==> src/rtl/nvram_sync_pkg.sv <==
package nvram_sync_pkg;

    // ======================================================================
    // Widths
    // ======================================================================

    // 8 kB of NvRAM, addressed per byte
    localparam int NVRAM_ADR_W  = 13;
    localparam int BYTE_W       = 8;

    // Host block buffer, 16 bit words
    localparam int SD_WORD_W    = 16;
    localparam int SD_BUF_ADR_W = 8;

    localparam int IMG_SIZE_W   = 64;

    // ======================================================================
    // Types
    // ======================================================================

    typedef logic [NVRAM_ADR_W-1:0] nvram_adr_t;
    typedef logic [BYTE_W-1:0]      nvram_byte_t;
    typedef logic [SD_WORD_W-1:0]   sd_word_t;

    typedef enum logic [3:0] {
        IDLE,
        WAIT_FOR_ACK,
        BACKUP0,
        BACKUP1,
        BACKUP2,
        BACKUP3,
        RESTORE0,
        RESTORE1,
        RESTORE2
    } nvram_state_e;

    // Block requests towards the host
    typedef struct packed {
        logic rd;
        logic wr;
    } hps_req_t;

    // Host buffer side, as seen by the bridge
    typedef struct packed {
        logic [SD_BUF_ADR_W-1:0] addr;
        sd_word_t                dout;
        logic                    wr;
    } sd_buf_t;

    typedef struct packed {
        nvram_adr_t  adr;
        nvram_byte_t restore_data;
        logic        restore_write;
    } nvram_port_t;

endpackage

==> src/rtl/nvram_mount_tracker.sv <==
module nvram_mount_tracker
    import nvram_sync_pkg::*;
(
    input  logic                  clk_sys,
    input  logic                  cditop_reset,
    input  logic                  media_change,
    input  logic [IMG_SIZE_W-1:0] img_size,
    input  logic                  nvram_cpu_changed,
    input  logic                  osd_status,
    input  logic                  backup_taken,
    output logic                  mount_pulse,
    output logic                  backup_start,
    output logic                  led_user
);

    logic mounted;
    logic img_present;

    // Set while the NvRAM content differs from the image on the card
    logic backup_pending;

    logic osd_status_q;

    assign img_present = (img_size != '0);

    always_ff @(posedge clk_sys) begin
        if (cditop_reset) begin
            mounted        <= 1'b0;
            backup_pending <= 1'b0;
            osd_status_q   <= 1'b0;
            mount_pulse    <= 1'b0;
            backup_start   <= 1'b0;
        end else begin
            osd_status_q <= osd_status;

            // An empty image counts as unmounted
            if (media_change) begin
                mounted <= img_present;
            end
            mount_pulse <= media_change && img_present;

            // Opening the OSD is the moment to save
            backup_start <= backup_pending && osd_status && !osd_status_q;

            // Cleared once the FSM starts the backup, so a CPU change
            // during the transfer arms the next one
            if (backup_taken) begin
                backup_pending <= 1'b0;
            end else if (nvram_cpu_changed && mounted) begin
                backup_pending <= 1'b1;
            end
        end
    end

    // LED goes dark in the cycle the backup is accepted
    assign led_user = backup_pending && !backup_taken;

endmodule

==> src/rtl/nvram_sync_fsm.sv <==
module nvram_sync_fsm
    import nvram_sync_pkg::*;
(
    input  logic     clk_sys,
    input  logic     cditop_reset,
    input  logic     hps_ack,
    input  logic     sd_buf_wr,
    input  logic     mount_pulse,
    input  logic     backup_start,
    input  logic     word_advance,
    output hps_req_t hps_req,
    output logic     backup_taken,
    output logic     adr_clear,
    output logic     adr_step,
    output logic     lo_capture,
    output logic     hi_capture,
    output logic     restore_latch,
    output logic     restore_write,
    output logic     allow_cpu_access
);

    nvram_state_e state;
    logic         req_rd_q;
    logic         req_wr_q;
    logic         start_restore;
    logic         start_backup;

    // A fresh mount wins over a pending backup
    assign start_restore = (state == IDLE) && mount_pulse;
    assign start_backup  = (state == IDLE) && !mount_pulse && backup_start;
    assign backup_taken  = start_backup;

    // Request goes out in the start cycle, then the flop holds it until ack
    assign hps_req.rd = req_rd_q || start_restore;
    assign hps_req.wr = req_wr_q || start_backup;

    // ======================================================================
    // Data path strobes
    // ======================================================================

    always_comb begin
        adr_clear     = 1'b0;
        adr_step      = 1'b0;
        lo_capture    = 1'b0;
        hi_capture    = 1'b0;
        restore_latch = 1'b0;

        case (state)
            IDLE: adr_clear = 1'b1;
            // Backup walks one address ahead because of the NvRAM read latency
            BACKUP0: adr_step = 1'b1;
            BACKUP1: begin
                lo_capture = 1'b1;
                adr_step   = 1'b1;
            end
            BACKUP2: hi_capture = 1'b1;
            BACKUP3: adr_step = hps_ack && word_advance;
            RESTORE0: restore_latch = hps_ack && sd_buf_wr;
            RESTORE1: adr_step = 1'b1;
            RESTORE2: adr_step = 1'b1;
            default: begin
            end
        endcase
    end

    // ======================================================================
    // State register
    // ======================================================================

    always_ff @(posedge clk_sys) begin
        if (cditop_reset) begin
            state            <= IDLE;
            req_rd_q         <= 1'b0;
            req_wr_q         <= 1'b0;
            restore_write    <= 1'b0;
            allow_cpu_access <= 1'b1;
        end else begin
            restore_write <= 1'b0;

            if (hps_ack) begin
                req_rd_q <= 1'b0;
                req_wr_q <= 1'b0;
            end

            case (state)
                IDLE: begin
                    allow_cpu_access <= 1'b1;
                    if (start_restore) begin
                        req_rd_q         <= 1'b1;
                        allow_cpu_access <= 1'b0;
                        state            <= WAIT_FOR_ACK;
                    end else if (start_backup) begin
                        req_wr_q         <= 1'b1;
                        allow_cpu_access <= 1'b0;
                        state            <= WAIT_FOR_ACK;
                    end
                end
                WAIT_FOR_ACK: begin
                    if (hps_ack) begin
                        state <= req_rd_q ? RESTORE0 : BACKUP0;
                    end
                end
                BACKUP0: state <= BACKUP1;
                BACKUP1: state <= BACKUP2;
                BACKUP2: state <= BACKUP3;
                BACKUP3: begin
                    // Word is complete, wait for the host to move on
                    if (!hps_ack) begin
                        state <= IDLE;
                    end else if (word_advance) begin
                        state <= BACKUP1;
                    end
                end
                RESTORE0: begin
                    if (!hps_ack) begin
                        state            <= IDLE;
                        allow_cpu_access <= 1'b1;
                    end else if (sd_buf_wr) begin
                        restore_write <= 1'b1;
                        state         <= RESTORE1;
                    end
                end
                // Low byte is written now, high byte follows
                RESTORE1: begin
                    restore_write <= 1'b1;
                    state         <= RESTORE2;
                end
                RESTORE2: state <= RESTORE0;
                default: state <= IDLE;
            endcase
        end
    end

endmodule

==> src/rtl/nvram_adr_counter.sv <==
module nvram_adr_counter
    import nvram_sync_pkg::*;
(
    input  logic       clk_sys,
    input  logic       cditop_reset,
    input  logic       adr_clear,
    input  logic       adr_step,
    input  logic       sd_buf_adr0,
    output nvram_adr_t adr,
    output logic       word_advance
);

    // Previous value of the host buffer address LSB
    logic adr0_q;

    always_ff @(posedge clk_sys) begin
        if (cditop_reset) begin
            adr          <= '0;
            adr0_q       <= 1'b0;
            word_advance <= 1'b0;
        end else begin
            adr0_q       <= sd_buf_adr0;
            // Any toggle of bit 0 means the host has taken the current word
            word_advance <= (sd_buf_adr0 != adr0_q);

            if (adr_clear) begin
                adr <= '0;
            end else if (adr_step) begin
                adr <= adr + nvram_adr_t'(1);
            end
        end
    end

endmodule

==> src/rtl/nvram_word_pack.sv <==
module nvram_word_pack
    import nvram_sync_pkg::*;
(
    input  logic        clk_sys,
    input  logic        lo_capture,
    input  logic        hi_capture,
    input  logic        restore_latch,
    input  logic        adr0,
    input  nvram_byte_t backup_data,
    input  sd_word_t    sd_dout,
    output sd_word_t    sd_buff_din,
    output nvram_byte_t restore_data
);

    // Last word received from the host during a restore
    sd_word_t restore_word;

    // ======================================================================
    // Backup direction
    // ======================================================================

    // Even byte fills the low half, odd byte the high half
    always_ff @(posedge clk_sys) begin
        if (lo_capture) begin
            sd_buff_din[BYTE_W-1:0] <= backup_data;
        end
        if (hi_capture) begin
            sd_buff_din[SD_WORD_W-1:BYTE_W] <= backup_data;
        end
    end

    // ======================================================================
    // Restore direction
    // ======================================================================

    always_ff @(posedge clk_sys) begin
        if (restore_latch) begin
            restore_word <= sd_dout;
        end
    end

    // Host buffer is little endian, odd address takes the upper byte
    assign restore_data = adr0 ? restore_word[SD_WORD_W-1:BYTE_W]
                               : restore_word[BYTE_W-1:0];

endmodule

==> src/rtl/nvram_sync_top.sv <==
module nvram_sync_top
    import nvram_sync_pkg::*;
(
    input  logic                  clk_sys,
    input  logic                  cditop_reset,

    // Host block transfer port
    input  logic                  hps_ack,
    input  logic                  media_change,
    input  logic [IMG_SIZE_W-1:0] img_size,
    input  sd_buf_t               sd_buf,
    output hps_req_t              hps_req,
    output sd_word_t              sd_buff_din,

    input  logic                  osd_status,

    // NvRAM side
    input  nvram_byte_t           nvram_backup_data,
    input  logic                  nvram_cpu_changed,
    output nvram_port_t           nvram,
    output logic                  allow_cpu_access,

    output logic                  led_user
);

    logic        mount_pulse;
    logic        backup_start;
    logic        backup_taken;
    logic        adr_clear;
    logic        adr_step;
    logic        word_advance;
    logic        lo_capture;
    logic        hi_capture;
    logic        restore_latch;
    logic        restore_write;
    nvram_adr_t  nvram_adr;
    nvram_byte_t restore_data;

    assign nvram = '{
        adr:           nvram_adr,
        restore_data:  restore_data,
        restore_write: restore_write
    };

    nvram_mount_tracker i_tracker (
        .clk_sys           (clk_sys),
        .cditop_reset      (cditop_reset),
        .media_change      (media_change),
        .img_size          (img_size),
        .nvram_cpu_changed (nvram_cpu_changed),
        .osd_status        (osd_status),
        .backup_taken      (backup_taken),
        .mount_pulse       (mount_pulse),
        .backup_start      (backup_start),
        .led_user          (led_user)
    );

    nvram_sync_fsm i_fsm (
        .clk_sys          (clk_sys),
        .cditop_reset     (cditop_reset),
        .hps_ack          (hps_ack),
        .sd_buf_wr        (sd_buf.wr),
        .mount_pulse      (mount_pulse),
        .backup_start     (backup_start),
        .word_advance     (word_advance),
        .hps_req          (hps_req),
        .backup_taken     (backup_taken),
        .adr_clear        (adr_clear),
        .adr_step         (adr_step),
        .lo_capture       (lo_capture),
        .hi_capture       (hi_capture),
        .restore_latch    (restore_latch),
        .restore_write    (restore_write),
        .allow_cpu_access (allow_cpu_access)
    );

    nvram_adr_counter i_adr_counter (
        .clk_sys      (clk_sys),
        .cditop_reset (cditop_reset),
        .adr_clear    (adr_clear),
        .adr_step     (adr_step),
        .sd_buf_adr0  (sd_buf.addr[0]),
        .adr          (nvram_adr),
        .word_advance (word_advance)
    );

    nvram_word_pack i_word_pack (
        .clk_sys       (clk_sys),
        .lo_capture    (lo_capture),
        .hi_capture    (hi_capture),
        .restore_latch (restore_latch),
        .adr0          (nvram_adr[0]),
        .backup_data   (nvram_backup_data),
        .sd_dout       (sd_buf.dout),
        .sd_buff_din   (sd_buff_din),
        .restore_data  (restore_data)
    );

endmodule

==> config.mk <==
export PLATFORM = sky130hd
export DESIGN_NAME = nvram_sync_top
export DESIGN_NICKNAME = d
export VERILOG_FILES = /design/src/rtl/nvram_sync_pkg.sv /design/src/rtl/nvram_mount_tracker.sv /design/src/rtl/nvram_sync_fsm.sv /design/src/rtl/nvram_adr_counter.sv /design/src/rtl/nvram_word_pack.sv /design/src/rtl/nvram_sync_top.sv
export SDC_FILE = /design/constraint.sdc
export NUM_CORES = 1
export LEC_CHECK = 0
export BUFFER_PORTS_ARGS = -buffer_cell sky130_fd_sc_hd__buf_2
export CORE_ASPECT_RATIO = 0.8
export CORE_MARGIN = 5
export CORE_UTILIZATION = 39
export CTS_CLUSTER_DIAMETER = 100
export CTS_CLUSTER_SIZE = 8
export DETAILED_ROUTE_END_ITERATION = 16
export HOLD_SLACK_MARGIN = 0.06
export PLACE_DENSITY = 0.79
export SLEW_MARGIN = 20
export SYNTH_ARGS = -nofsm -noshare
export SYNTH_HDL_FRONTEND = slang
export SYNTH_SLANG_ARGS = --single-unit
export TNS_END_PERCENT = 50
==> constraint.sdc <==
create_clock -name clk_sys -period 1.6 [get_ports clk_sys]
set_input_delay 0.24 -clock clk_sys [delete_from_list [all_inputs] [get_ports clk_sys]]
set_output_delay 0.24 -clock clk_sys [all_outputs]
set_load 0.1 [all_outputs]
==> summary.md <==
| Metric | Value |
|---|---|
| Crit Path Max Fanout | 4 |
| Pint | 2.92 mW |
| Post-route ant nets | 0 |
| Cell taking the most area after synthesis | edfxtp_1 |
| Setup violations, final | 19 |
| CTS tree | built |
| Worst path top cell family by delay | simple AND/OR/NAND/NOR gates |
| FF-to-FF Start | i_fsm.state[1] |
| Worst Max-Slew Pin Slew | 0.498 ns |
| Drt drc | 0 |
| Max_cap viols | 0 |
| EDFF count, synth | 32 |
| Router iterations before antenna repair | 5 |
| Vias | approximately 2.4k |
| Post-route minimum period | 1.81 ns |
| Sw power | about 1.1 mW |
| Combinational group share of total power | between 20 and 25% |
| ANT cells | 0 |
| PwrDens | roughly 960 mW/mm^2 |
| Worst path bufs/invs | 2 |
| Syn Nets | about 320 |
| Min-Delay Startpoint | sd_buf[7] |
| Syn Area/Cell | ~12 sq um |
| Critical path type | flop to primary output |
| Area after DPL | 0.00348 sq mm |
| Post-detailed-placement half-perimeter wirelength | 5.14 mm |
| Peak supply drop | 0.606 mV |
| Row cnt | 26 |
| H-tree Lvls | 3 |
| Die area | between 0.008 and 0.009 sq mm |
| Starting DRT DRC Count | 100 |
| Ranking of synthesized cells by area | edfxtp_1, dfxtp_1, nor4_1, mux2_2, xor2_1 |
| Total congestion overflow | 0 |
| Hold Path Depth | 1 |
| Final Cell Area | between 0.004 and 0.005 sq mm |
| Clk slew on worst S/H paths | roughly 0.070 ns |
| Power share of the clock group | 35.9% |
| Die width | 100 um |
| Crit. End Element | primary output |
| # port buffers | around 140 |
| First-pass GRT wire length | approximately 11 mm |
| Top_reg_cell synth | edfxtp_1 |
| Mapped Area | around 0.0025 sq mm |
| Vias in the first global route | between 2k and 2.5k |
| Largest net degree at the start of global routing | 17 |
| Core Area | 0.00634 sq mm |
| WL final | between 7 and 8 mm |
| Die height | 82.0 um |
| Yosys top cell area share | a little under two fifths |
| Hold Crit Endpoint | i_word_pack.restore_word[6] |
| Slowest cell delay on critical path | approximately 0.36 ns |
| Worst setup SP type | flop |
| DR WL/cell | roughly 15 um |
| Synth Register Bits | 60 |
| Setup Skew | between 0.008 and 0.009 ns |
| R2R setup slack | -0.13 ns |
| Peak Freq | 553 MHz |
| Synth cell count leaders | edfxtp_1, dfxtp_1, nor4_1, nor2_1, nand2_1 |
| Top-count cell post-synth | edfxtp_1 |
| Io pins | 145 |
| Initial core utilization | approximately 40% |
| Pleak | roughly 1.8 nW |
| Worst-Skew Late Latency | 0.34 ns |
| Yosys cell types | 43 |
| Post-synthesis sequential area ratio | about three fifths |
| Slew Viols, Final | 0 |
| Final nets | 497 |
| Critical-path cell list | nor4_4 -> nand3b_1 -> buf_6 -> nand2b_4 -> buf_12 |
| Share of cells above drive strength 1 | between 50% and 60% |
| Area delta synth->final | 65.4% |
| Via density | 4.93 |
| Seq pwr share | 42.3% |
| Failing checks | negative setup slack |
| Root Driver | clkbuf_8 |
| Synth async-reset ratio | 0% |
| Critical path's slowest cell | dfxtp_4 |
| Slew headroom | 67.1% |
| Critical path required time | between 1 and 1.5 ns |
| Initial antenna violation count | 0 |
| Arrival time of the worst setup path | approximately 1.6 ns |
| Reg2Reg Depth | 6 |
| Number of clock sinks | 60 |
| Final TNS setup | -1.46 ns |
| Sw Ratio | a little over a quarter |
| Hold Path Class | primary input to flop |
| Cts bufs inserted | 9 |
| Global Route Usage Sum | between 10% and 20% |
| RSZ-0062 raised after global routing | true |
| Final Hold Fails | 0 |
| Outcome | finished, violations left |
| CTS max path bufs | 2 |
| Synth Instances | 217 |
| Synth warnings | 0 |
| R2R Path End | i_adr_counter.adr[5] |
| Crit share post-route | 113% |
| Setup ws final | -0.209 ns |
| GP Congestion | about 0.89 |
## routing by layer
| layer | track usage [%] | part of all wire, % | vias up |
|---|---|---|---|
| li1 | - | - | 1159 |
| met1 | 20.3 | 38 | 1099 |
| met2 | 32.8 | 52 | 107 |
| met3 | 5.43 | 8.4 | 12 |
| met4 | 7.00 | 1.6 | 0 |
| met5 | 0 | 0 | - |
## layout make-up
cell class                      count  area [sq um]
Timing Repair Buffer              176          1250
Fill cell                         483          2160
Sequential cell                    60          1560
Clock inverter                      5          76.3
Multi-Input combinational cell    138          1030
Inverter                            8          30.0
Clock buffer                       11           131
Tap cell                           84           105
## cell families (layout without fill, tap and decap cells)
family | after synthesis | in the layout | share of synthesized area (%)
muxes | 9 | 9 | 3.96
xor gates and xnor gates | 13 | 13 | 4.50
DFF | 60 | 60 | 60.1
AOI/OAI and AO/OA | 21 | 21 | 5.69
and+or+nand+nor | 94 | 94 | 21.2
adders and majority gates | 1 | 1 | 0.494
buffers and inverters | 19 | 200 | 4.01
## metrics by stage
step,util (%),std cells,hold WS [ns],worst slack [ns],power (mW)
6_report,66.0,482,0.0780,-0.209,4.00
3_3_place_gp,54.9,443,0.417,-0.112,2.40
3_5_place_dp,54.9,443,0.419,-0.184,2.41
2_1_floorplan,-,217,0.312,-0.0536,2.13
4_1_cts,64.6,479,0.0601,-0.225,3.98
5_1_grt,66.0,482,0.0607,-0.279,4.16
## worst reg2reg max path: stages (launching register included)
cell and delay [ns]:
dfxtp_4 0.36, or4b_4 0.56, o31ai_4 0.12, buf_6 0.17, nor3b_4 0.21, xnor2_2 0.13
nor2_1 0.06
## power by group through the flow
stage	Combinational (mW)	Sequential [mW]	Clock [mW]
2_1_floorplan	0.320	1.81	0
3_3_place_gp	0.683	1.72	0
3_5_place_dp	0.689	1.72	0
4_1_cts	0.819	1.69	1.47
5_1_grt	0.926	1.70	1.54
6_report	0.872	1.69	1.43
## worst max path at each step
stage / from / end / slack [ns] / depth (start not counted)
floorplan: i_fsm.state[1] / i_word_pack.sd_buff_din[0] / -0.05 / 3
global placement: i_fsm.state[0] / i_adr_counter.adr[5] / -0.11 / 6
detailed placement: i_fsm.state[2] / i_adr_counter.adr[5] / -0.18 / 5
CTS: i_fsm.state[2] / hps_req[0] / -0.22 / 5
global route: i_fsm.state[1] / hps_req[0] / -0.28 / 5
finish: i_fsm.state[1] / hps_req[0] / -0.21 / 5
## timing repair
action	CTS	global route
hold endpoints to repair	8	0
hold buffers	8	0
endpoints found under the setup margin	39	20
pin swaps	6	11
gates cloned	1	0
buffers inserted	11	3
resized for setup	61	11
## layout by cell type, fill, tap and decap left out, types with 10 or more instances in the layout
| cell | Yosys | final |
|---|---|---|
| nor2_1 | 15 | 15 |
| edfxtp_1 | 32 | 32 |
| nor4_1 | 20 | 19 |
| dfxtp_1 | 28 | 13 |
| buf_12 | 0 | 16 |
| buf_4 | 2 | 22 |
| nand4_1 | 10 | 10 |
| buf_2 | 3 | 125 |
| a21oi_1 | 11 | 10 |
## flip-flops by register name, summed over array words and instances (netlist names), 4 cells and up
| register | cells |
|---|---|
| i_adr_counter.adr | 13 |
| i_fsm.state | 4 |
| i_word_pack.restore_word | 16 |
| i_word_pack.sd_buff_din | 16 |
Note: power is estimated with default switching activity, not from simulation.
